--- src/valu_pkg.sv ---
package valu_pkg;

	// Operand and result width
	localparam int VALU_DATA_W = 64;
	// Op code and function field width
	localparam int VALU_OP_W = 6;

	// Major op codes, only R_ALU executes in this stage
	typedef enum logic [VALU_OP_W-1:0] {
		LOAD      = 6'b100000,
		STORE     = 6'b100001,
		BRANCH_EZ = 6'b100010,
		BRANCH_NZ = 6'b100011,
		R_ALU     = 6'b101010,
		NOP       = 6'b111100
	} valu_opcode_e;

	// R-type function codes
	typedef enum logic [VALU_OP_W-1:0] {
		VNOP   = 6'd0,
		VAND   = 6'd1,
		VOR    = 6'd2,
		VXOR   = 6'd3,
		VNOT   = 6'd4,
		VMOV   = 6'd5,
		VADD   = 6'd6,
		VSUB   = 6'd7,
		VMULEU = 6'd8,
		VMULOU = 6'd9,
		VSLL   = 6'd10,
		VSRL   = 6'd11,
		VSRA   = 6'd12,
		VRTTH  = 6'd13,
		VDIV   = 6'd14,
		VMOD   = 6'd15,
		VSQEU  = 6'd16,
		VSQOU  = 6'd17,
		VSQRT  = 6'd18
	} valu_funct_e;

	// Lane width from the WW field
	typedef enum logic [1:0] {
		W8  = 2'b00,
		W16 = 2'b01,
		W32 = 2'b10,
		W64 = 2'b11
	} valu_width_e;

	// Compute unit steering
	typedef enum logic [1:0] {
		UNIT_NONE,
		UNIT_LOGIC,
		UNIT_ADDSUB,
		UNIT_MUL
	} valu_unit_e;

	// Raw request, code fields kept as plain instruction bits
	typedef struct packed {
		logic [VALU_OP_W-1:0]   op_code;
		logic [VALU_OP_W-1:0]   r_ins;
		valu_width_e            ww;
		logic [VALU_DATA_W-1:0] ra;
		logic [VALU_DATA_W-1:0] rb;
	} valu_req_t;

	// Decoded request
	typedef struct packed {
		valu_funct_e            funct;
		valu_width_e            ww;
		logic [VALU_DATA_W-1:0] ra;
		logic [VALU_DATA_W-1:0] rb;
		valu_unit_e             unit;
		logic                   illegal;
	} valu_issue_t;

	typedef struct packed {
		logic [VALU_DATA_W-1:0] data;
		logic                   illegal;
	} valu_resp_t;

endpackage
--- src/valu_logic_unit.sv ---
`timescale 1ns/100ps

module valu_logic_unit import valu_pkg::*; (
	input  valu_issue_t             iss,
	output logic [VALU_DATA_W-1:0] result
);

	logic [VALU_DATA_W-1:0] rtth;

	// Half swap inside every lane of ra
	always_comb begin
		rtth = '0;
		case (iss.ww)
			W8: begin
				// Nibble swap per byte
				for (int i = 0; i < 8; i++) begin
					rtth[8*i +: 8] = {iss.ra[8*i +: 4], iss.ra[8*i+4 +: 4]};
				end
			end
			W16: begin
				for (int i = 0; i < 4; i++) begin
					rtth[16*i +: 16] = {iss.ra[16*i +: 8], iss.ra[16*i+8 +: 8]};
				end
			end
			W32: begin
				for (int i = 0; i < 2; i++) begin
					rtth[32*i +: 32] = {iss.ra[32*i +: 16], iss.ra[32*i+16 +: 16]};
				end
			end
			// Whole word, swap the 32-bit halves
			W64: rtth = {iss.ra[31:0], iss.ra[63:32]};
			default: rtth = '0;
		endcase
	end

	// Function select
	always_comb begin
		case (iss.funct)
			VAND:    result = iss.ra & iss.rb;
			VOR:     result = iss.ra | iss.rb;
			VXOR:    result = iss.ra ^ iss.rb;
			// Unary, rb ignored
			VNOT:    result = ~iss.ra;
			VMOV:    result = iss.ra;
			VRTTH:   result = rtth;
			default: result = '0;
		endcase
	end

endmodule

--- config.mk ---
export PLATFORM = sky130hd
export DESIGN_NAME = valu_logic_unit
export DESIGN_NICKNAME = d
export VERILOG_FILES = /design/src/valu_pkg.sv /design/src/valu_logic_unit.sv
export SDC_FILE = /design/constraint.sdc
export NUM_CORES = 1
export LEC_CHECK = 0
export ABC_AREA = 1
export BUFFER_PORTS_ARGS = -buffer_cell sky130_fd_sc_hd__buf_2
export CAP_MARGIN = 10
export CORE_UTILIZATION = 55
export DETAILED_ROUTE_END_ITERATION = 10
export GPL_TIMING_DRIVEN = 0
export PLACE_DENSITY_LB_ADDON = 0.05
export SLEW_MARGIN = 10
export SYNTH_ARGS = -nofsm -noshare
export SYNTH_HDL_FRONTEND = slang
export SYNTH_SLANG_ARGS = --single-unit
--- constraint.sdc ---
create_clock -name vclk -period 2.5
set_input_delay 0.25 -clock vclk [all_inputs]
set_output_delay 0.25 -clock vclk [all_outputs]
set_load 0.01 [all_outputs]
; Word-level counts from Yosys, hierarchy flattened
; Cells that the tools add are included.
[totals]
regBits = 0
latchBits = 0
ram_bits = 0
mem_bits_ro = 0
input_bits = 139
output_inout_bits = 64
wordCells = 16
n_memories = 0
[op_classes]
add_sub_neg = 0
n_mul = 0
div_mod_pow = 0
magnitude_cmp = 0
eq_ne = 9
n_shift = 0
muxes = 2
bitwise = 4
reduce_logical = 1
[op_table]
columns = operator, count
row1 = 64-bit one-hot mux with 6 select lines, 1
row2 = 64-bit one-hot mux with 4 select lines, 1
row3 = 64-bit bitwise AND, 1
row4 = 64-bit inverter, 1
row5 = 64-bit OR, 1
row6 = 64-bit bitwise XOR, 1
row7 = "6-bit by 2-bit == test with 1-bit output, second input constant", 2
row8 = "6-bit by 3-bit == test with 1-bit output, second input constant", 2
row9 = "6-bit by 1-bit == test with 1-bit output, second input constant", 1
row10 = "6-bit by 4-bit == test with 1-bit output, second input constant", 1
row11 = "2-bit == test, second input constant", 2
row12 = "2-bit by 1-bit == test with 1-bit output, second input constant", 1
row13 = 2-bit zero test, 1

; Logic depth before layout (Yosys ltp)
; Gate-level depths: netlist (run 1).
[logic_depth]
word_depth = 3
depth_mapped = 11
ltp_nobuf = 8

; Least setup slack after synthesis (run 1)
; No wires, ideal clock.
[synth_path]
kind = input-to-output
from = input port iss[131] in the netlist's numbering
to = output port result[1]
arrival_ps = 1291
t_required_ps = 2250
slack_ps = 959
cell_stages = 11
n_path_buf = 3
path_cell_list = buf_2 nor2_4 inv_1 buf_2 buf_2 nor2_1 nor2_1 nand2_1 nand2_1 inv_1 nand2_1
[synth_via]
elab_chain_len = 3
elab_cells_between_ends = 6
classes_between = eq/ne: 3 / mux: 2 / reduce/logical: 1
[synth_rtl]
columns = element, line_no
row1 = start: declaration, valu_logic_unit.sv:4  ; input valu_issue_t iss,
row2 = "2-bit == test, or another cell as far along", valu_logic_unit.sv:13  ; case (iss.ww)
row3 = 64-bit one-hot mux with 4 select lines *, valu_logic_unit.sv:13
row4 = 64-bit one-hot mux with 6 select lines *, valu_logic_unit.sv:38  ; case (iss.funct)
row5 = end: declaration, valu_logic_unit.sv:5  ; output logic [VALU_DATA_W-1:0] result
; Mark *: on every way between the ends. The rest lies on a longest branch, timed or not.

; Worst setup path after layout (run 1)
[layout_path]
from = input port iss[134] in the netlist's numbering
to = output port result[43]
[layout_via]
elab_chain_len = 2
elab_cells_between_ends = 7
classes_between = eq/ne: 6 / mux: 1
[layout_rtl]
columns = element, line_no
row1 = "6-bit by 4-bit == test with 1-bit output, or another cell as far along", valu_logic_unit.sv:38
row2 = 64-bit one-hot mux with 6 select lines *, valu_logic_unit.sv:38
; Marks and branches as above.

==> flow_summary.yaml, run 1 <==
timing:
  layout_setup_ws_ps: 41.9
  slew_headroom_pct: 31.6
  fin_crit_ps: 2460
  setup-tns-final_ps: 0
  max_freq_ghz: 0.407
  hold_violations: 0
  rsz0062_at_grt: "false"
  min_period_over_period_pct: 98.3
  setup_violations: 0
  worst_pin_slew_ps: 1030
  drv_slew: 0
place:
  dp_hpwl_mm: 31.4
  dpl_worst_slack_ps: 254
  numPortBuffers: 199
  placed_area_um2: 9350
  gp_congestion: 1.06
critical_path:
  cp_top_family: "simple AND/OR/NAND/NOR gates"
  max_stage_delay_ps: 460
  critPathBufInv: 4
  path_class: "input pin to output pin"
  arrival_ps: 2210
  start_kind: "input pin"
  worstPathCellList: "buf_2 -> nor2_2 -> nand3_1 -> buf_2 -> buf_2 -> nor2_1 -> nor2_1 -> nand2_1 -> buf_2"
  path_depth: 9
  cp-end-kind: "output pin"
  crit_slowest_cell: "nand3_1"
  crit_fanout: 10
  cpMostUsedCell: "buf_2"
  required_ps: 2250
job:
  maxCapViolCount: 0
grt:
  grt.total_usage_pct: 51.5
  grt_antenna_before_repair: 1
  overflow: 0
  grt_pass1_wl_mm: 58.8
  grt_pass1_vias: 10500
  grt_max_degree: 11
final_layout:
  finalNetCount: 2105
  nClkBuffers: 0
  layout_commonest_cell: "nand2_1"
  area_growth_pct: 15.2
  drive_gt1_share_pct: 15.0
  design_area_um2: 9360
  most-common-layout-cells: "412 x nand2_1, 294 x nor2_1, 258 x buf_2"
  fill_cells: 1464
  seq_cell_count: 0
  ff_latch_area_um2: 0
floorplanning:
  die_x_um: 124
  io_pins: 203
  coreArea_um2: 14500
  dieArea_um2: 15300
  initial_core_util_pct: 56.1
  rows: 44
  die_h_um: 124
detailed_routing:
  totalWireLength_mm: 40.5
  wl_per_cell_um: 20.0
  firstDrtPassIters: 6
  ant_nets: 0
  vias_per_cell: 6.12
  num_vias: 12400
  drcViolationCount: 0
  drt-initial-drc-count: 1802
logic_synthesis:
  ys_seq_area_share_pct: 0
  synthCells: 1637
  yosys_warnings: 0
  yosys.area.top_type: "ha_1"
  yosysTopAreaCellShare_pct: 19.7
  synth_area_um2: 8120
  synth_area_leaders: "ha_1 20%, nand2_1 19%, nor2_1 14%, nand4_1 13%, nand3_1 12%"
  yosysUniqueCellTypes: 16
  syn-mean-instance-area_um2: 4.96
  synth_nets: 1904
hold_path:
  hp-class: "input pin to output pin"
  whs_path_depth: 5
run_status:
  status: "finished, final reports clean"
power:
  finalPower_w: 0.00135
  p_per_area_nw_per_um2: 145
  vdd_drop_max_uv: 94.4
  leakage_nw: 6.18
clock_tree:
  hold_buffers: 0
  cts_setup_buffers: 0
==> final timing paths <==
check	endpoint	from	slack, ps
max	result[43]	iss[134]	40
min	result[3]	iss[70]	1000
==> per-layer routing <==
metal  wire length, µm  track usage (%)  share of wire [%]  up-vias
met4              3220             34.9                7.9        2
li1                  -                -                  -     5627
met1             14900             64.0                 37     5404
met3              6210             16.4                 15      245
met5                11                0              0.027        -
met2             16200             75.4                 40     1090
==> logic make-up (layout without fill, tap and decap cells) <==
kind of cell / count (synthesis) / count (layout) / synth area share (%)
simple gates: 1078 / 1078 / 58.3
buf+inv: 367 / 566 / 18.0
compound gates: 64 / 64 / 3.95
other cells: 0 / 1 / 0
fa+ha+maj: 128 / 128 / 19.7
==> power breakdown <==
group	switching, W	internal (W)
sequential	0	0
clock	0	0.00000000000562
combinational	0.000967	0.000387
total	0.000967	0.000387
==> tightest hold or removal path: stages <==
cell	delay, ps
buf_2	160
nor2_1	110
nor2_1	50
nand2_1	50
buf_2	120
==> through the flow <==
step | hold WS, ps | util (%) | std cells
after floorplan | 698 | - | 1637
after global placement | 973 | 64.5 | 2020
after detailed placement | 986 | 64.5 | 2020
after CTS | 987 | 64.5 | 2020
after global routing | 1010 | 64.6 | 2020
final | 996 | 64.6 | 2021
==> cell type report <==
type / instances / area (µm²) / share of cell area [%]
Antenna cell: 1 / 2.50 / 0.0267
Buffer: 125 / 558 / 5.96
Inverter: 242 / 908 / 9.71
Multi-Input combinational cell: 1270 / 6660 / 71.2
Tap cell: 184 / 230 / 2.46
Timing Repair Buffer: 199 / 996 / 10.6
==> cells in the mapped netlist <==
cell type  count
a21oi_1       35
buf_1         10
buf_2         59
buf_4          3
clkbuf_1      53
ha_1         128
inv_1        237
inv_2          5
nand2_1      412
nand3_1      202
nand4_1      164
nor2_1       294
nor2_2         4
nor2_4         2
o21ai_0       23
o21ai_1        6
==> timing repair <==
action                     CTS  global route
hold endpoints to repair     0             0
setup endpoints to repair    0            12
resized for setup            0             4
No activity file was read; power rests on OpenSTA's default activity.
==> run 2: changes to the inputs <==
CORE_UTILIZATION = 52   (was 55)
clock period = 2.2 ns   (was 2.5 ns; I/O delays follow)
==> flow_summary.yaml, run 2 (same netlist as run 1, synthesis figures left out) <==
run_status:
  status: "finished, final reports clean"
floorplanning:
  coreArea_um2: 15200
  die_x_um: 127
  dieArea_um2: 16100
  io_pins: 203
  rows: 45
  die_h_um: 127
  initial_core_util_pct: 53.4
detailed_routing:
  wl_met2_mm: 17.1
  vias_per_cell: 6.04
  totalWireLength_mm: 40.9
  wl_per_cell_um: 20.2
  m1WireLength_mm: 15.1
  drcViolationCount: 0
  met3_length_mm: 6.09
  firstDrtPassIters: 7
  highest_layer: "met4"
  drt-initial-drc-count: 1836
  ant_nets: 0
  num_vias: 12200
critical_path:
  cp-end-kind: "output pin"
  crit_path_start: "iss[134]"
  worstSetupEndpoint: "result[43]"
  required_ps: 1980
  path_class: "input pin to output pin"
  crit_fanout: 10
  start_kind: "input pin"
  arrival_ps: 1960
final_layout:
  nClkBuffers: 0
  seq_cell_count: 0
  fill_cells: 1595
  layout_commonest_cell: "nand2_1"
  ff_latch_area_um2: 0
  most-common-layout-cells: "412 x nand2_1, 293 x nor2_1, 260 x buf_2"
  design_area_um2: 9390
  area_growth_pct: 15.7
  multiInputGateArea_um2: 6670
  antennaDiodeCount: 0
  drive_gt1_share_pct: 16.0
  finalNetCount: 2105
job:
  maxCapViolCount: 0
power:
  leakage_nw: 6.23
  comb_power_share_pct: 100.0
  internal_power_w: 0.000442
  netSwitchingPower_w: 0.00110
  clkPwrFrac_pct: 0
  p_per_area_nw_per_um2: 164
  seq_power_share_pct: 0
  sw_frac_of_total_pct: 71.4
  vdd_drop_max_uv: 116
timing:
  fin_crit_ps: 2180
  rsz0062_at_grt: "false"
  max_freq_ghz: 0.458
  hold_violations: 0
  min_period_over_period_pct: 99.2
  slew_headroom_pct: 53.5
  setup-tns-final_ps: 0
  worst_pin_slew_ps: 697
  setup_violations: 0
  drv_slew: 0
grt:
  grt_pass1_vias: 10700
  grt.total_usage_pct: 49.2
  grt_max_degree: 11
  grt_antenna_before_repair: 0
  overflow: 0
  grt_pass1_wl_mm: 60.7
place:
  gp_congestion: 1.06
  placed_area_um2: 9350
  numPortBuffers: 199
  dp_hpwl_mm: 32.1
hold_path:
  worstHoldStart: "iss[78]"
  hp-class: "input pin to output pin"
==> run 2: changes by cell type in the layout (fill, tap and decap cells not counted), moves of 2 or more <==
cell      before  now
nand3_1      201  199
clkbuf_1      53   42
buf_2        258  260
clkbuf_2       3   13
nand3_2        1    3
buf_1          7    4
==> run 2: worst max-delay path: stages <==
cell	delay, ps
buf_2	130
nor2_2	330
nand3_2	320
buf_2	290
buf_2	260
nor2_1	130
nor2_1	50
nand2_1	90
buf_2	140
==> run 2: area by class of cell <==
cell class | instances | area share [%]
plain buffers | 125 | 6.18
inverters | 242 | 9.67
well taps | 188 | 2.50
repair buffers | 199 | 10.6
multi-input cells | 1270 | 71.0
==> run 2: per-layer routing <==
metal	global-route usage [%]	up-vias
li1	-	5637
met1	62.5	5400
met2	75.8	990
met3	12.3	203
met4	27.0	0
met5	0	-
==> run 2: stage by stage <==
| step | hold WS [ps] | instances | util (%) | power, W | worst slack, ps |
|---|---|---|---|---|---|
| 2_1_floorplan | 638 | 1637 | - | 0.000790 | 719 |
| 5_1_grt | 969 | 2024 | 61.8 | 0.00165 | 0.177 |
| 3_3_place_gp | 916 | 2024 | 61.5 | 0.00143 | -15.0 |
| 4_1_cts | 933 | 2024 | 61.6 | 0.00146 | 2.16 |
| 6_report | 939 | 2024 | 61.8 | 0.00154 | 16.7 |
| 3_5_place_dp | 932 | 2024 | 61.5 | 0.00145 | -25.6 |
==> run 2: worst min-delay path by stage <==
stage / end / slack [ps] / depth (start not counted)
final: result[11] / 940 / 5
after global routing: result[11] / 970 / 5
after global placement: result[3] / 920 / 5
after CTS: result[3] / 930 / 5
after floorplan: result[11] / 640 / 3
after detailed placement: result[3] / 930 / 5
==> run 2: power by group through the flow <==
stage	Clock [W]	Combinational (W)	Sequential, W
after floorplan	0	0.000790	0
after global placement	0	0.00143	0
after detailed placement	0	0.00145	0
after CTS	0	0.00146	0
after global routing	0	0.00165	0
final	0	0.00154	0
==> run 2: repair_timing <==
| item | CTS | global route |
|---|---|---|
| setup endpoints to repair | 11 | 63 |
| gates resized for setup | 8 | 25 |
| setup buffers | 0 | 0 |
| hold buffers | 0 | 0 |
==> run 3: changes to the inputs <==
CORE_MARGIN = 2   (was unset)
RECOVER_POWER = 50   (was unset)
==> flow_summary.yaml, run 3 (same netlist as run 1, synthesis figures left out) <==
timing:
  max_freq_ghz: 0.451
  hold_ws_ps: 937
  slew_headroom_pct: 53.1
  layout_setup_ws_ps: -15.8
  rsz0062_at_grt: "true"
  worst_pin_slew_ps: 703
  drv_slew: 0
  hold_violations: 0
  min_period_over_period_pct: 101
  setup_violations: 1
  fin_crit_ps: 2220
detailed_routing:
  drt-initial-drc-count: 1699
  totalWireLength_mm: 40.6
  drcViolationCount: 0
  wl_per_cell_um: 20.0
  num_vias: 12200
  vias_per_cell: 6.02
  firstDrtPassIters: 7
  ant_nets: 0
floorplanning:
  coreArea_um2: 15200
  die_h_um: 129
  rows: 45
  die_x_um: 129
  io_pins: 203
  dieArea_um2: 16600
  initial_core_util_pct: 53.4
grt:
  grt.total_usage_pct: 46.8
  grt_pass1_wl_mm: 59.6
  grt_max_degree: 11
  grt_pass1_vias: 10500
  overflow: 0
  grt_antenna_before_repair: 0
power:
  netSwitchingPower_w: 0.00109
  clkPwrFrac_pct: 0
  internal_power_w: 0.000439
  p_per_area_nw_per_um2: 163
  vdd_drop_max_uv: 117
  seq_power_share_pct: 0
  finalPower_w: 0.00153
  comb_power_share_pct: 100.0
  leakage_nw: 6.17
  sw_frac_of_total_pct: 71.3
hold_path:
  whs_path_depth: 5
  hp-class: "input pin to output pin"
place:
  dp_cells: 2024
  gp_congestion: 1.08
  dp_hpwl_mm: 31.7
  numPortBuffers: 199
  dpl_worst_slack_ps: -52.9
final_layout:
  nClkBuffers: 0
  fill_cells: 1599
  instances_no_fill: 2024
  layout_commonest_cell: "nand2_1"
  seq_cell_count: 0
  fin_util_pct: 61.7
  antennaDiodeCount: 0
  multiInputGateArea_um2: 6670
  drive_gt1_share_pct: 15.1
  area_growth_pct: 15.5
  ff_latch_area_um2: 0
  finalNetCount: 2105
  most-common-layout-cells: "412 x nand2_1, 293 x nor2_1, 238 x buf_2"
clock_tree:
  hold_buffers: 0
critical_path:
  path_class: "input pin to output pin"
  start_kind: "input pin"
  crit_fanout: 10
  required_ps: 1980
  arrival_ps: 2000
  cp-end-kind: "output pin"
run_status:
  status: "finished with violations"
  violations: "setup timing"
job:
  maxCapViolCount: 0
## run 3: through the flow
step,TNS [ps],cell area (µm²)
2_1_floorplan,0,8120
3_3_place_gp,-22.8,9350
3_5_place_dp,-153,9350
4_1_cts,0,9350
5_1_grt,-12.0,9380
6_report,-15.8,9380
## run 3: worst max-delay path, stage by stage
cell	delay [ps]
buf_2	140
nand2_1	60
inv_1	370
nand3_1	310
clkbuf_2	380
nor2_1	200
nor2_1	60
nand2_1	100
buf_2	140
## run 3: path summary, 6_finish.rpt
path / start / to / slack (ps)
setup / recovery: iss[133] / result[47] / -20
hold / removal: iss[70] / result[3] / 940
## run 3: cell type report
cell class / instances / area share (%)
well taps: 188 / 2.51
inverters: 242 / 9.69
repair buffers: 199 / 10.4
multi-input cells: 1270 / 71.2
plain buffers: 125 / 6.18
## run 3: power by group through the flow
stage          registers [W]  logic (W)  clock network, W
2_1_floorplan              0   0.000790                 0
3_3_place_gp               0    0.00142                 0
3_5_place_dp               0    0.00145                 0
4_1_cts                    0    0.00145                 0
5_1_grt                    0    0.00164                 0
6_report                   0    0.00153                 0
## run 3: what timing repair did
action	4_1_cts	5_1_grt
endpoints found under the setup margin	8	63
gates resized for setup	2	33
buffers inserted	0	0
## run 3: layer usage
metal / vias up / global-route usage, % / share of wire [%]
met5: - / 0 / 0
met4: 0 / 24.6 / 6.1
met3: 194 / 8.44 / 14
met2: 952 / 71.8 / 42
met1: 5403 / 62.5 / 38
li1: 5639 / - / -
