$ cat config.mk
export PLATFORM = sky130hd
export DESIGN_NAME = valu_issue
export DESIGN_NICKNAME = d
export VERILOG_FILES = /design/src/valu_pkg.sv /design/src/valu_issue.sv
export SDC_FILE = /design/constraint.sdc
export NUM_CORES = 1
export LEC_CHECK = 0
export BUFFER_PORTS_ARGS = -buffer_cell sky130_fd_sc_hd__buf_4
export CAP_MARGIN = 20
export CELL_PAD_IN_SITES_DETAIL_PLACEMENT = 1
export CELL_PAD_IN_SITES_GLOBAL_PLACEMENT = 1
export CORE_MARGIN = 4
export CORE_UTILIZATION = 35
export DETAILED_ROUTE_END_ITERATION = 10
export GPL_ROUTABILITY_DRIVEN = 0
export PLACE_DENSITY_LB_ADDON = 0.1
export SLEW_MARGIN = 20
export SYNTH_ARGS = -nofsm -noshare
export SYNTH_HDL_FRONTEND = slang
export SYNTH_SLANG_ARGS = --single-unit
$ cat constraint.sdc
create_clock -name clk -period 0.8 [get_ports clk]
set_input_delay 0.08 -clock clk [delete_from_list [all_inputs] [get_ports clk]]
set_output_delay 0.08 -clock clk [all_outputs]
set_load 0.005 [all_outputs]
$ cat src/valu_pkg.sv
package valu_pkg;

	// Operand and result width
	localparam int VALU_DATA_W = 64;
	// Op code and function field width
	localparam int VALU_OP_W = 6;

	// Major op codes, only R_ALU executes in this stage
	typedef enum logic [VALU_OP_W-1:0] {
		LOAD      = 6'b100000,
		STORE     = 6'b100001,
		BRANCH_EZ = 6'b100010,
		BRANCH_NZ = 6'b100011,
		R_ALU     = 6'b101010,
		NOP       = 6'b111100
	} valu_opcode_e;

	// R-type function codes
	typedef enum logic [VALU_OP_W-1:0] {
		VNOP   = 6'd0,
		VAND   = 6'd1,
		VOR    = 6'd2,
		VXOR   = 6'd3,
		VNOT   = 6'd4,
		VMOV   = 6'd5,
		VADD   = 6'd6,
		VSUB   = 6'd7,
		VMULEU = 6'd8,
		VMULOU = 6'd9,
		VSLL   = 6'd10,
		VSRL   = 6'd11,
		VSRA   = 6'd12,
		VRTTH  = 6'd13,
		VDIV   = 6'd14,
		VMOD   = 6'd15,
		VSQEU  = 6'd16,
		VSQOU  = 6'd17,
		VSQRT  = 6'd18
	} valu_funct_e;

	// Lane width from the WW field
	typedef enum logic [1:0] {
		W8  = 2'b00,
		W16 = 2'b01,
		W32 = 2'b10,
		W64 = 2'b11
	} valu_width_e;

	// Compute unit steering
	typedef enum logic [1:0] {
		UNIT_NONE,
		UNIT_LOGIC,
		UNIT_ADDSUB,
		UNIT_MUL
	} valu_unit_e;

	// Raw request, code fields kept as plain instruction bits
	typedef struct packed {
		logic [VALU_OP_W-1:0]   op_code;
		logic [VALU_OP_W-1:0]   r_ins;
		valu_width_e            ww;
		logic [VALU_DATA_W-1:0] ra;
		logic [VALU_DATA_W-1:0] rb;
	} valu_req_t;

	// Decoded request
	typedef struct packed {
		valu_funct_e            funct;
		valu_width_e            ww;
		logic [VALU_DATA_W-1:0] ra;
		logic [VALU_DATA_W-1:0] rb;
		valu_unit_e             unit;
		logic                   illegal;
	} valu_issue_t;

	typedef struct packed {
		logic [VALU_DATA_W-1:0] data;
		logic                   illegal;
	} valu_resp_t;

endpackage
$ cat src/valu_issue.sv
`timescale 1ns/100ps

module valu_issue import valu_pkg::*; (
	input  logic        clk,
	input  logic        arst_n,
	input  logic        in_valid,
	input  valu_req_t   in_req,
	output logic        iss_valid,
	output valu_issue_t iss
);

	valu_issue_t  dec;
	valu_opcode_e op;

	// Decode ahead of the issue register
	always_comb begin
		op          = valu_opcode_e'(in_req.op_code);
		dec.funct   = valu_funct_e'(in_req.r_ins);
		dec.ww      = in_req.ww;
		dec.ra      = in_req.ra;
		dec.rb      = in_req.rb;
		dec.unit    = UNIT_NONE;
		dec.illegal = 1'b1;
		case (op)
			R_ALU: begin
				case (dec.funct)
					// Zero result, still a legal request
					VNOP: dec.illegal = 1'b0;
					VAND, VOR, VXOR, VNOT, VMOV, VRTTH: begin
						dec.unit    = UNIT_LOGIC;
						dec.illegal = 1'b0;
					end
					VADD, VSUB: begin
						dec.unit    = UNIT_ADDSUB;
						dec.illegal = 1'b0;
					end
					VMULEU, VMULOU, VSQEU, VSQOU: begin
						dec.unit    = UNIT_MUL;
						// No 64x64 product
						dec.illegal = (dec.ww == W64);
					end
					// Shifts, divide, modulo and square root not built
					VSLL, VSRL, VSRA, VDIV, VMOD, VSQRT: dec.illegal = 1'b1;
					default: dec.illegal = 1'b1;
				endcase
			end
			// Memory, branch and nop codes belong to other stages
			LOAD, STORE, BRANCH_EZ, BRANCH_NZ, NOP: dec.illegal = 1'b1;
			default: dec.illegal = 1'b1;
		endcase
	end

	// Issue register, payload only loads on a valid request
	always_ff @(posedge clk or negedge arst_n) begin
		if (!arst_n) begin
			iss_valid <= 1'b0;
			iss       <= '0;
		end else begin
			iss_valid <= in_valid;
			if (in_valid) begin
				iss <= dec;
			end
		end
	end

endmodule

==> impl_metrics.prom, run 1 <==
# TYPE chip_impl_metric gauge
chip_impl_metric{name="die-width",unit="µm"} 131
chip_impl_metric{name="synth_enable_flop_cells",unit=""} 0
chip_impl_info{name="yosys.cell_count.top_type",value="dfrtp_1"} 1
chip_impl_metric{name="postSynthRegisterBits",unit=""} 140
chip_impl_metric{name="grt_antenna_before_repair",unit=""} 8
chip_impl_metric{name="synth-async-reset-ratio",unit="%"} 100
chip_impl_metric{name="dp_hpwl",unit="µm"} 12000
chip_impl_info{name="synth_top_area_cell",value="dfrtp_1"} 1
chip_impl_metric{name="synth.distinct_cells",unit=""} 24
chip_impl_metric{name="die_h",unit="µm"} 131
chip_impl_metric{name="htree_levels",unit=""} 4
chip_impl_metric{name="postSynthCellCount",unit=""} 319
chip_impl_info{name="worst_endpoint",value="iss[29]"} 1
chip_impl_info{name="synth_top_cells_by_count",value="dfrtp_1 (140), mux2_1 (97), mux2_2 (39), buf_6 (10), buf_2 (4)"} 1
chip_impl_info{name="netlist_top_cells_area",value="dfrtp_1 (66%), mux2_1 (20%), mux2_2 (8.2%), buf_6 (2.1%), buf_2 (0.38%)"} 1
chip_impl_metric{name="io_buffer_count",unit=""} 284
chip_impl_metric{name="synthesis.area",unit="µm²"} 5340
chip_impl_info{name="run_status",value="stopped before the end"} 1
chip_impl_metric{name="io_pins",unit=""} 285
chip_impl_metric{name="post-synth-top-area-fraction",unit="%"} 65.6
chip_impl_metric{name="initial_utilization",unit="%"} 36.2
chip_impl_metric{name="clkSinkCount",unit=""} 140
chip_impl_metric{name="ys_warn_count",unit=""} 0
chip_impl_metric{name="grt_start_max_net_pins",unit=""} 40
chip_impl_info{name="cts-root-buf",value="clkbuf_16"} 1
chip_impl_info{name="stop_error",value="[ERROR DPL-0033] detailed placement checks failed during check placement."} 1
chip_impl_info{name="failing_step",value="global routing (5_1_grt)"} 1
chip_impl_metric{name="synth.net_count",unit=""} 464
chip_impl_info{name="ys_dominant_reg_cell",value="dfrtp_1"} 1
chip_impl_metric{name="core.rowCount",unit=""} 44
chip_impl_info{name="worstEpCategory",value="primary output"} 1
chip_impl_metric{name="cts-root-to-sink-buffers",unit=""} 2
chip_impl_metric{name="syn_area_per_cell",unit="µm²"} 16.7
chip_impl_metric{name="synth-seq-area-share",unit="%"} 65.6
chip_impl_metric{name="cts_inserted_buffers",unit=""} 17
[per-stage QoR]
step / hold slack, ns / std cells / TNS [ns] / area, µm² / setup WS, ns
2_1_floorplan: -0.216 / 319 / -11.86 / 5410 / -0.0996
3_3_place_gp: -0.0299 / 788 / -15.67 / 7810 / -0.269
3_5_place_dp: -0.0256 / 788 / -17.49 / 7810 / -0.272
4_1_cts: -0.00777 / 978 / -33.40 / 10600 / -0.311
[cell families after synthesis]
kind of cell              count (synthesis)  share of synthesized area, %
DFF                                     140                          65.6
muxes                                   136                          28.7
buffers and inverters                    19                          2.91
and+or+nand+nor                          12                          1.22
AOI/OAI and AO/OA                        11                          1.38
xor gates and xnor gates                  1                         0.164
[repair_timing]
item / 4_1_cts
buffers inserted: 27
hold buffers: 133
endpoints found under the setup margin: 146
gates resized for setup: 164
endpoints found under the hold margin: 273
pin swaps: 0
==> run 2, diff against run 1 <==
CELL_PAD_IN_SITES_DETAIL_PLACEMENT = unset   (was 1)
CELL_PAD_IN_SITES_GLOBAL_PLACEMENT = unset   (was 1)
CORE_UTILIZATION = 40   (was 35)
PLACE_DENSITY_LB_ADDON = 0.15   (was 0.1)
==> run 2 against run 1 <==
Area after synthesis did not move. Synthesized cell count is the same. The flow now finishes, with violations (setup timing).
==> impl_metrics.prom, run 2 <==
# TYPE chip_impl_metric gauge
chip_impl_metric{name="synth-seq-area-share",unit="%"} 65.6
chip_impl_info{name="hold_path.startpoint",value="in_req[135]"} 1
chip_impl_metric{name="finalHoldViolCount",unit=""} 0
chip_impl_metric{name="nets",unit=""} 940
chip_impl_metric{name="post-route-util",unit="%"} 85.7
chip_impl_metric{name="initial_utilization",unit="%"} 41.6
chip_impl_info{name="cts_tree",value="yes"} 1
chip_impl_info{name="worst_r2r_endpoint",value="iss[55]"} 1
chip_impl_info{name="hold_path.class",value="in -> reg"} 1
chip_impl_metric{name="finalCritPeriodShare",unit="%"} 141
chip_impl_info{name="most_used_cells_in_the_layout_excluding_fill_and_tap_cells",value="buf_6 (174), buf_4 (160), dfrtp_1 (140), dlygate4sd3_1 (133), mux2_4 (92)"} 1
chip_impl_metric{name="route.detailed.vias_per_inst",unit=""} 4.85
chip_impl_info{name="synth_top_cells_by_count",value="dfrtp_1 (140), mux2_1 (97), mux2_2 (39), buf_6 (10), buf_2 (4)"} 1
chip_impl_metric{name="grt_use_total",unit="%"} 25.2
chip_impl_metric{name="io_buffer_count",unit=""} 284
chip_impl_metric{name="postSynthCellCount",unit=""} 319
chip_impl_metric{name="syn_area_per_cell",unit="µm²"} 16.7
chip_impl_metric{name="post-synth-top-area-fraction",unit="%"} 65.6
chip_impl_metric{name="synth.distinct_cells",unit=""} 24
chip_impl_metric{name="wire_length_per_cell_after_detailed_routing",unit="µm"} 22.2
chip_impl_metric{name="clkSinkCount",unit=""} 140
chip_impl_metric{name="drc",unit=""} 0
chip_impl_metric{name="worst_case_register_to_register_setup_slack",unit="ns"} -0.14
chip_impl_metric{name="clk_lat_worst_skew",unit="ns"} 0.41
chip_impl_metric{name="routed_wirelength",unit="µm"} 21700
chip_impl_metric{name="cts.reportedPaths.clkPinSlew",unit="ns"} 0.06
chip_impl_metric{name="die-width",unit="µm"} 124
chip_impl_metric{name="drt_pre_antenna_iters",unit=""} 4
chip_impl_info{name="cts-root-buf",value="clkbuf_16"} 1
chip_impl_metric{name="report.final.slew_viol_count",unit=""} 0
chip_impl_metric{name="synth_compound_gate_area_share",unit="%"} 1.38
chip_impl_metric{name="synth.net_count",unit=""} 464
chip_impl_metric{name="dp_hpwl",unit="µm"} 11200
chip_impl_metric{name="r2r.worst_path.cells",unit=""} 2
chip_impl_info{name="failed_checks",value="setup timing"} 1
chip_impl_info{name="timing_worst_setup_path_type",value="reg -> out"} 1
chip_impl_info{name="largestRegisters",value="iss x139, iss_valid x1"} 1
chip_impl_metric{name="postSynthRegisterBits",unit=""} 140
chip_impl_info{name="netlist_top_cells_area",value="dfrtp_1 (66%), mux2_1 (20%), mux2_2 (8.2%), buf_6 (2.1%), buf_2 (0.38%)"} 1
chip_impl_metric{name="initialDrtViolationCount",unit=""} 239
chip_impl_metric{name="design.die.area",unit="µm²"} 15300
chip_impl_metric{name="flow.area_growth_from_synthesis",unit="%"} 106
chip_impl_metric{name="number_of_global_route_vias_before_repair",unit=""} 5321
chip_impl_metric{name="synthesis.area",unit="µm²"} 5340
chip_impl_info{name="ys_dominant_reg_cell",value="dfrtp_1"} 1
chip_impl_metric{name="synth_enable_flop_cells",unit=""} 0
chip_impl_metric{name="setup_ws",unit="ns"} -0.330
chip_impl_info{name="worst_setup_path_start_kind",value="flop"} 1
chip_impl_metric{name="layout_min_cycle_time",unit="ns"} 1.13
chip_impl_metric{name="synth_simple_gate_area_share",unit="%"} 1.22
chip_impl_info{name="synth_top_family_by_area",value="multiplexers"} 1
chip_impl_metric{name="synth-adder-area-share",unit="%"} 0
chip_impl_metric{name="cp_max_fo",unit=""} 2
chip_impl_metric{name="finalSetupTns",unit="ns"} -34.57
chip_impl_metric{name="final_antenna_net_count",unit=""} 0
chip_impl_info{name="unrepaired_setup_endpoints_after_global_routing",value="yes"} 1
chip_impl_info{name="synth_top_area_cell",value="dfrtp_1"} 1
chip_impl_metric{name="cts-root-to-sink-buffers",unit=""} 2
chip_impl_metric{name="htree_levels",unit=""} 4
chip_impl_metric{name="max_cap_viol_count",unit=""} 0
chip_impl_info{name="layout.cells.most_common",value="buf_6"} 1
chip_impl_info{name="worst_setup_path_end_kind",value="primary output"} 1
chip_impl_metric{name="synth_xor_xnor_area_share",unit="%"} 0.164
chip_impl_metric{name="grt_start_max_net_pins",unit=""} 46
chip_impl_metric{name="worst_slew_margin_rel",unit="%"} 80.6
chip_impl_metric{name="hold_path_depth",unit=""} 3
chip_impl_metric{name="timing.fmax",unit="GHz"} 0.885
chip_impl_metric{name="tightest_slew",unit="ns"} 0.287
chip_impl_metric{name="placeableCoreArea",unit="µm²"} 12800
chip_impl_metric{name="critPathRequiredTime",unit="ns"} 0.72
chip_impl_metric{name="die_h",unit="µm"} 124
chip_impl_metric{name="antenna-diode-count",unit=""} 0
chip_impl_metric{name="largest_register_ff_count",unit=""} 139
chip_impl_info{name="yosys.cell_count.top_type",value="dfrtp_1"} 1
chip_impl_metric{name="max-vdd-ir-drop",unit="V"} 0.00168
chip_impl_info{name="max_flop_register",value="iss"} 1
chip_impl_metric{name="post_synth_mux_area_share",unit="%"} 28.7
chip_impl_info{name="run_status",value="finished with violations"} 1
chip_impl_metric{name="grt_overflow_total",unit=""} 0
chip_impl_metric{name="clock-skew-final",unit="ns"} 0
chip_impl_metric{name="core.rowCount",unit=""} 41
chip_impl_info{name="worstReg2RegStart",value="iss[55]"} 1
chip_impl_metric{name="ys_warn_count",unit=""} 0
chip_impl_metric{name="timing.final.setup_violations",unit=""} 197
chip_impl_metric{name="power.static_leakage",unit="nW"} 5.36
chip_impl_metric{name="synth-async-reset-ratio",unit="%"} 100
chip_impl_metric{name="grt_antenna_before_repair",unit=""} 0
chip_impl_info{name="min_to",value="iss[138]"} 1
chip_impl_metric{name="first_pass_grt_wire_length",unit="µm"} 28800
chip_impl_metric{name="cts_inserted_buffers",unit=""} 17
chip_impl_metric{name="crit_arrival",unit="ns"} 1.05
chip_impl_metric{name="routed-via-count",unit=""} 4752
chip_impl_metric{name="io_pins",unit=""} 285
chip_impl_metric{name="power_density_over_cell_area",unit="nW/µm²"} 1970
chip_impl_metric{name="share_of_layout_cells_above_drive_strength_1",unit="%"} 61.8
-- run 2: cell counts after synthesis --
No cell type changed its count.
-- run 2: repair_timing --
action	in CTS	in global routing
hold buffers	133	0
hold endpoints to repair	272	0
setup buffers	18	20
pin swaps	0	3
gates cloned	0	0
endpoints found under the setup margin	144	234
gates resized for setup	157	105
-- run 2: layout make-up --
| class | count | area [µm²] |
|---|---|---|
| multi-input cells | 160 | 2030 |
| clock inverters | 6 | 105 |
| clock buffers | 26 | 519 |
| repair buffers | 473 | 4610 |
| well taps | 172 | 215 |
| fillers | 576 | 1830 |
| flip-flops and latches | 140 | 3500 |
| inverters | 3 | 11.3 |
-- run 2: cells by family (layout without fill, tap and decap cells) --
family,after synthesis,in the layout
and+or+nand+nor,12,12
muxes,136,136
AOI/OAI and AO/OA,11,11
xor gates and xnor gates,1,1
buffers and inverters,19,508
DFF,140,140
-- run 2: per-layer routing --
metal	track usage, %	part of all wire, %	vias up
li1	-	-	2077
met1	27.4	37	2405
met2	45.6	53	228
met3	8.65	7.7	42
met4	8.86	2.5	0
met5	0	0	-
-- run 2: how the worst max path moves through the flow --
stage	startpoint	endpoint	slack [ns]	depth (start not counted)
6_report	iss[19]	iss[19]	-0.33	2
5_1_grt	iss[19]	iss[19]	-0.35	2
4_1_cts	iss[19]	iss[19]	-0.33	2
3_5_place_dp	in_req[135]	iss[0]	-0.30	5
3_3_place_gp	in_req[135]	iss[0]	-0.31	5
2_1_floorplan	in_valid	iss[45]	-0.1	4
-- run 2: power by group --
| part | switching (mW) | leakage (nW) | internal, mW |
|---|---|---|---|
| Sequential | 0.618 | 1.64 | 7.79 |
| Combinational | 1.49 | 3.41 | 3.39 |
| Clock | 2.93 | 0.310 | 5.39 |
| Total | 5.04 | 5.36 | 16.6 |
-- run 2: metrics by stage --
step	setup slack, ns	power [mW]	hold slack (ns)	cell area [µm²]	cells
floorplan	-0.0996	9.13	-0.216	5410	319
global placement	-0.310	11.2	-0.0606	7850	785
detailed placement	-0.302	11.3	-0.0606	7850	785
CTS	-0.329	20.8	0.00574	10500	964
global route	-0.355	22.3	0.0439	11000	980
finish	-0.330	21.6	0.0383	11000	980
-- run 2: worst max-delay path: stages, from the launching register on --
cell and delay (ns):
dfrtp_1 0.40, buf_6 0.13, buf_6 0.10
Note: power is estimated with default switching activity, not from simulation.
==> run 3, diff against run 2 <==
==> constraint.sdc (replaced) <==
create_clock -name clk -period 0.8 [get_ports clk]
set_input_delay 0.2 -clock clk [delete_from_list [all_inputs] [get_ports clk]]
set_output_delay 0.2 -clock clk [all_outputs]
set_load 0.005 [all_outputs]
==> run 3 against run 2 <==
Routed wire length shrank 28%. Design area fell by 14%. Sequential power fell by 1%. Clock skew is the same. The flow still finishes with violations (setup timing). Final cell count shrank 15%. Total power shrank 7.8%. Die area is the same. Combinational power down 19%. Non-clock buffer count fell by 144. Worst hold slack got worse by 0.031 ns. Clock power decreased by 8.1%.
==> impl_metrics.prom, run 3 (synthesized netlist as in run 2, its figures left out) <==
# TYPE chip_impl_metric gauge
chip_impl_metric{name="met2_usage",unit="%"} 33.0
chip_impl_metric{name="timing.fmax",unit="GHz"} 0.873
chip_impl_info{name="hold_path.startpoint",value="in_req[107]"} 1
chip_impl_metric{name="die-width",unit="µm"} 124
chip_impl_metric{name="max-vdd-ir-drop",unit="V"} 0.00119
chip_impl_metric{name="grt_util_met1",unit="%"} 21.5
chip_impl_metric{name="report.power.total",unit="mW"} 19.9
chip_impl_metric{name="htree_levels",unit=""} 4
chip_impl_metric{name="finalHoldViolCount",unit=""} 0
chip_impl_metric{name="largest_register_ff_count",unit=""} 139
chip_impl_info{name="worst_setup_path_start_kind",value="flop"} 1
chip_impl_info{name="worstReg2RegStart",value="iss[101]"} 1
chip_impl_metric{name="grt_use_total",unit="%"} 19.4
chip_impl_info{name="crit_start",value="iss[102]"} 1
chip_impl_metric{name="initial_utilization",unit="%"} 41.6
chip_impl_metric{name="cts.reportedPaths.clkPinSlew",unit="ns"} 0.06
chip_impl_metric{name="power.static_leakage",unit="nW"} 4.65
chip_impl_metric{name="initialDrtViolationCount",unit=""} 177
chip_impl_metric{name="dpl.cell_count",unit=""} 775
chip_impl_metric{name="antenna-diode-count",unit=""} 0
chip_impl_metric{name="fin_cells",unit=""} 835
chip_impl_metric{name="clkSinkCount",unit=""} 140
chip_impl_info{name="critical_path_slowest_stage_cell",value="dfrtp_1"} 1
chip_impl_metric{name="finalSetupTns",unit="ns"} -46.62
chip_impl_metric{name="placeableCoreArea",unit="µm²"} 12800
chip_impl_metric{name="die_h",unit="µm"} 124
chip_impl_metric{name="drt_pre_antenna_iters",unit=""} 4
chip_impl_info{name="timing.critical_path.cells",value="buf_6"} 1
chip_impl_metric{name="routed-via-count",unit=""} 3991
chip_impl_metric{name="core.rowCount",unit=""} 41
chip_impl_info{name="max_flop_register",value="iss"} 1
chip_impl_metric{name="drc",unit=""} 0
chip_impl_metric{name="tightest_slew",unit="ns"} 0.315
chip_impl_info{name="layout.cells.most_common",value="buf_4"} 1
chip_impl_metric{name="worst_hold_slack",unit="ns"} 0.00715
chip_impl_metric{name="share_of_layout_cells_above_drive_strength_1",unit="%"} 71.6
chip_impl_info{name="run_status",value="finished with violations"} 1
chip_impl_metric{name="routed_wirelength",unit="µm"} 15700
chip_impl_metric{name="report.final.slew_viol_count",unit=""} 0
chip_impl_metric{name="layout_min_cycle_time",unit="ns"} 1.14
chip_impl_metric{name="power_density_over_cell_area",unit="nW/µm²"} 2110
chip_impl_metric{name="cp_max_fo",unit=""} 2
chip_impl_metric{name="wire_length_per_cell_after_detailed_routing",unit="µm"} 18.8
chip_impl_info{name="failed_checks",value="setup timing"} 1
chip_impl_metric{name="io_buffer_count",unit=""} 284
chip_impl_metric{name="grt_overflow_total",unit=""} 0
chip_impl_metric{name="route.detailed.vias_per_inst",unit=""} 4.78
chip_impl_metric{name="post-route-util",unit="%"} 73.6
chip_impl_metric{name="flow.area_growth_from_synthesis",unit="%"} 76.9
chip_impl_metric{name="worst_slew_margin_rel",unit="%"} 79.0
chip_impl_metric{name="grt_antenna_before_repair",unit=""} 0
chip_impl_metric{name="first_pass_grt_wire_length",unit="µm"} 22300
chip_impl_metric{name="timing.critical_path.buf_inv",unit=""} 1
chip_impl_metric{name="setup_ws",unit="ns"} -0.345
chip_impl_metric{name="crit_arrival",unit="ns"} 0.94
chip_impl_metric{name="design_area_final",unit="µm²"} 9440
chip_impl_metric{name="design.die.area",unit="µm²"} 15300
chip_impl_info{name="cts_tree",value="yes"} 1
chip_impl_metric{name="number_of_global_route_vias_before_repair",unit=""} 4279
chip_impl_metric{name="final_antenna_net_count",unit=""} 0
chip_impl_metric{name="worst_case_register_to_register_setup_slack",unit="ns"} -0.11
chip_impl_metric{name="timing.final.setup_violations",unit=""} 169
chip_impl_metric{name="grt_start_max_net_pins",unit=""} 50
chip_impl_metric{name="cts_inserted_buffers",unit=""} 17
chip_impl_metric{name="critical-path-max-stage-delay",unit="ns"} 0.41
chip_impl_info{name="worst_setup_path_end_kind",value="primary output"} 1
chip_impl_metric{name="clock-skew-final",unit="ns"} 0
chip_impl_metric{name="finalCritPeriodShare",unit="%"} 143
chip_impl_metric{name="clk_lat_worst_skew",unit="ns"} 0.41
chip_impl_metric{name="cts-root-to-sink-buffers",unit=""} 2
chip_impl_metric{name="max_cap_viol_count",unit=""} 0
chip_impl_metric{name="nets",unit=""} 796
chip_impl_metric{name="io_pins",unit=""} 285
chip_impl_info{name="critPathTopFamily",value="flip-flops"} 1
chip_impl_info{name="hold_path.class",value="in -> reg"} 1
chip_impl_info{name="most_used_cells_in_the_layout_excluding_fill_and_tap_cells",value="buf_4 (161), buf_6 (160), dfrtp_1 (140), mux2_4 (82), mux2_2 (37)"} 1
chip_impl_metric{name="dp_hpwl",unit="µm"} 11100
chip_impl_metric{name="met3_grt_util",unit="%"} 7.87
chip_impl_info{name="unrepaired_setup_endpoints_after_global_routing",value="yes"} 1
chip_impl_info{name="largestRegisters",value="iss x139, iss_valid x1"} 1
chip_impl_info{name="cts-root-buf",value="clkbuf_16"} 1
chip_impl_metric{name="place_worst_setup_slack",unit="ns"} -0.404
chip_impl_info{name="timing_worst_setup_path_type",value="reg -> out"} 1
chip_impl_metric{name="post_place_cell_area",unit="µm²"} 7760
chip_impl_metric{name="critPathRequiredTime",unit="ns"} 0.60
chip_impl_info{name="globalRoute.busiestLayer",value="met2"} 1
-- run 3: final cells by class --
type | instances | area, µm²
repair buffers | 329 | 3140
clock buffers | 25 | 495
well taps | 172 | 215
multi-input cells | 160 | 1990
inverters | 3 | 11.3
clock inverters | 6 | 85.1
fillers | 853 | 3380
flip-flops and latches | 140 | 3500
-- run 3: repair_timing --
action / 4_1_cts / 5_1_grt
gates cloned: 0 / 0
setup buffers: 13 / 14
pin swaps: 0 / 1
setup endpoints to repair: 143 / 224
hold buffers: 1 / 2
gates resized for setup: 149 / 84
hold endpoints to repair: 200 / 18
-- run 3: worst register-to-register path: stages, from the launching register on --
cell and delay [ns]:
dfrtp_1 0.40, buf_6 0.12, mux2_4 0.27
-- run 3: per-layer routing --
layer | wire length (µm) | up-vias
met5 | 0 | -
met4 | 394 | 0
met3 | 1670 | 28
met2 | 7880 | 202
met1 | 5750 | 1971
li1 | - | 1790
-- run 3: path summary, 6_finish.rpt --
check / end / depth (start not counted)
setup / recovery: iss[102] / 1
hold / removal: iss[110] / 2
setup reg to reg: iss[101] / 2
hold reg to reg: iss[109] / 1
max in group asynchronous: iss[95] / 3
min in group asynchronous: iss[61] / 3
-- run 3: report_power, final --
part,internal [mW],switching (mW)
logic,2.80,1.15
clock network,4.90,2.76
registers,7.79,0.533
==> run 4, diff against run 3 <==
RECOVER_POWER = 50   (was unset)
REMOVE_ABC_BUFFERS = 1   (was unset)
==> run 4 against run 3 <==
Critical path depth is the same. Total power shrank 1.3%. Critical endpoint is now iss[26]. First-iteration DRC count shrank 32%. Clock power shrank 3.8%. The run still ends with setup timing left. Worst hold slack gained 0.0015 ns. Routed wire length grew 0.77%. Die area is the same. Combinational power grew 1%. Largest cell class unchanged.
==> impl_metrics.prom, run 4 (synthesized netlist as in run 2, its figures left out) <==
# TYPE chip_impl_metric gauge
chip_impl_metric{name="die-width",unit="µm"} 124
chip_impl_metric{name="grt_use_total",unit="%"} 18.9
chip_impl_info{name="min_to",value="iss[108]"} 1
chip_impl_metric{name="cts.reportedPaths.clkPinSlew",unit="ns"} 0.06
chip_impl_metric{name="timing.critical_path.buf_inv",unit=""} 1
chip_impl_info{name="hold_path.startpoint",value="in_req[105]"} 1
chip_impl_metric{name="flow.area_growth_from_synthesis",unit="%"} 77.3
chip_impl_metric{name="layout.filler_cells",unit=""} 804
chip_impl_metric{name="drc",unit=""} 0
chip_impl_metric{name="crit_arrival",unit="ns"} 0.94
chip_impl_metric{name="cts_hold_repair.buffers",unit=""} 1
chip_impl_metric{name="io_pins",unit=""} 285
chip_impl_metric{name="layout_min_cycle_time",unit="ns"} 1.14
chip_impl_metric{name="max_cap_viol_count",unit=""} 0
chip_impl_metric{name="core.rowCount",unit=""} 41
chip_impl_info{name="cts_tree",value="yes"} 1
chip_impl_info{name="worst_setup_path_end_kind",value="primary output"} 1
chip_impl_metric{name="clkSinkCount",unit=""} 140
chip_impl_info{name="critPathTopFamily",value="flip-flops"} 1
chip_impl_metric{name="final_antenna_net_count",unit=""} 0
chip_impl_metric{name="placeableCoreArea",unit="µm²"} 12800
chip_impl_metric{name="finalHoldViolCount",unit=""} 0
chip_impl_metric{name="power.static_leakage",unit="nW"} 4.67
chip_impl_metric{name="setup_ws",unit="ns"} -0.336
chip_impl_metric{name="antenna-diode-count",unit=""} 0
chip_impl_info{name="timing.critical_path.cells",value="buf_6"} 1
chip_impl_metric{name="die_h",unit="µm"} 124
chip_impl_metric{name="nets",unit=""} 798
chip_impl_info{name="timing_worst_setup_path_type",value="reg -> out"} 1
chip_impl_metric{name="htree_levels",unit=""} 4
chip_impl_info{name="largestRegisters",value="iss x139, iss_valid x1"} 1
chip_impl_info{name="unrepaired_setup_endpoints_after_global_routing",value="yes"} 1
chip_impl_metric{name="hold_path_depth",unit=""} 2
chip_impl_metric{name="first_pass_grt_wire_length",unit="µm"} 21700
chip_impl_metric{name="finalSetupTns",unit="ns"} -58.26
chip_impl_metric{name="timing.final.setup_violations",unit=""} 305
chip_impl_metric{name="worst_case_register_to_register_setup_slack",unit="ns"} -0.11
chip_impl_metric{name="clk_lat_worst_skew",unit="ns"} 0.40
chip_impl_info{name="cts-root-buf",value="clkbuf_16"} 1
chip_impl_info{name="worstReg2RegStart",value="iss[66]"} 1
chip_impl_info{name="run_status",value="finished with violations"} 1
chip_impl_metric{name="report.final.slew_viol_count",unit=""} 0
chip_impl_metric{name="dp_hpwl",unit="µm"} 10700
chip_impl_metric{name="cp_max_fo",unit=""} 2
chip_impl_metric{name="clock-skew-final",unit="ns"} 0
chip_impl_metric{name="r2r.worst_path.cells",unit=""} 2
chip_impl_metric{name="route.detailed.vias_per_inst",unit=""} 4.74
chip_impl_metric{name="routed-via-count",unit=""} 3970
chip_impl_metric{name="cts_inserted_buffers",unit=""} 17
chip_impl_metric{name="cts-root-to-sink-buffers",unit=""} 2
chip_impl_metric{name="finalCritPeriodShare",unit="%"} 142
chip_impl_metric{name="largest_register_ff_count",unit=""} 139
chip_impl_metric{name="worst_hold_slack",unit="ns"} 0.00861
chip_impl_metric{name="share_of_layout_cells_above_drive_strength_1",unit="%"} 72.7
chip_impl_metric{name="io_buffer_count",unit=""} 284
chip_impl_metric{name="tightest_slew",unit="ns"} 0.486
chip_impl_metric{name="grt_start_max_net_pins",unit=""} 48
chip_impl_metric{name="initialDrtViolationCount",unit=""} 121
chip_impl_metric{name="wire_length_per_cell_after_detailed_routing",unit="µm"} 18.9
chip_impl_info{name="critical_path_slowest_stage_cell",value="dfrtp_1"} 1
chip_impl_metric{name="design.die.area",unit="µm²"} 15300
chip_impl_info{name="failed_checks",value="setup timing"} 1
chip_impl_metric{name="max-vdd-ir-drop",unit="V"} 0.00145
chip_impl_info{name="worst_r2r_endpoint",value="iss[66]"} 1
chip_impl_info{name="layout.cells.most_common",value="buf_4"} 1
chip_impl_metric{name="grt_antenna_before_repair",unit=""} 0
chip_impl_metric{name="grt_overflow_total",unit=""} 0
chip_impl_metric{name="timing.fmax",unit="GHz"} 0.880
chip_impl_metric{name="post-route-util",unit="%"} 73.8
chip_impl_metric{name="worst_slew_margin_rel",unit="%"} 67.6
chip_impl_metric{name="number_of_global_route_vias_before_repair",unit=""} 4198
chip_impl_metric{name="drt_pre_antenna_iters",unit=""} 4
chip_impl_metric{name="routed_wirelength",unit="µm"} 15800
chip_impl_metric{name="critical-path-max-stage-delay",unit="ns"} 0.41
chip_impl_metric{name="critPathRequiredTime",unit="ns"} 0.60
chip_impl_metric{name="initial_utilization",unit="%"} 41.6
chip_impl_info{name="hold_path.class",value="in -> reg"} 1
chip_impl_info{name="max_flop_register",value="iss"} 1
chip_impl_info{name="worst_setup_path_start_kind",value="flop"} 1
chip_impl_info{name="most_used_cells_in_the_layout_excluding_fill_and_tap_cells",value="buf_4 (161), buf_6 (160), dfrtp_1 (140), mux2_4 (83), mux2_2 (38)"} 1
chip_impl_metric{name="power_density_over_cell_area",unit="nW/µm²"} 2080
chip_impl_metric{name="report.power.total",unit="mW"} 19.7
run 4: changes by cell type in the layout (fill, tap and decap cells not counted), sizes merged:
cell,previous run,this run
clkinv,2,7
buf,326,328
clkinvlp,2,0
dlygate4sd3,3,1
run 4: layer usage:
metal  GRT usage [%]  vias to the layer above  part of all wire (%)
met4            8.65                        0                   2.7
met1            19.5                     1965                    35
met5               0                        -                     0
met3            8.55                       29                    11
li1                -                     1792                     -
met2            32.7                      184                    52
run 4: area by class of cell:
class	instances	area (µm²)	share of cell area, %
sequential	140	3500	37.0
timing repair buffer	331	3170	33.5
multi-input combinational	160	2010	21.3
clock buffer	23	458	4.84
tap	172	215	2.27
clock inverter	9	95.1	1.00
inverter	3	11.3	0.119
run 4: how the worst max path moves through the flow:
stage                      startpoint       to  slack [ns]  cells after the start
after CTS                     iss[26]  iss[26]       -0.36                      1
after global routing          iss[28]  iss[28]       -0.38                      1
after global placement    in_req[134]   iss[1]       -0.38                      5
after floorplan           in_req[134]   iss[1]       -0.23                      4
final                         iss[26]  iss[26]       -0.34                      1
after detailed placement  in_req[134]   iss[1]       -0.42                      5
run 4: worst register-to-register path, stage by stage, from the launching register on:
cell     delay, ns
dfrtp_1       0.40
buf_4         0.14
mux2_2        0.26
run 4: stage by stage:
stage	cells	instance area (µm²)	setup WS, ns
2_1_floorplan	303	5190	-0.232
3_3_place_gp	775	7760	-0.380
3_5_place_dp	775	7760	-0.416
4_1_cts	820	9000	-0.356
5_1_grt	838	9470	-0.381
6_report	838	9470	-0.336
run 4: power by group:
group	switching, mW	internal, mW
logic	1.16	2.83
clock network	2.73	4.63
registers	0.529	7.79
run 4: what timing repair did:
item,in CTS,in global routing
endpoints found under the setup margin,142,226
hold endpoints to repair,198,13
cloned,0,0
setup buffers,12,22
resized for setup,157,90
pin swaps,0,2
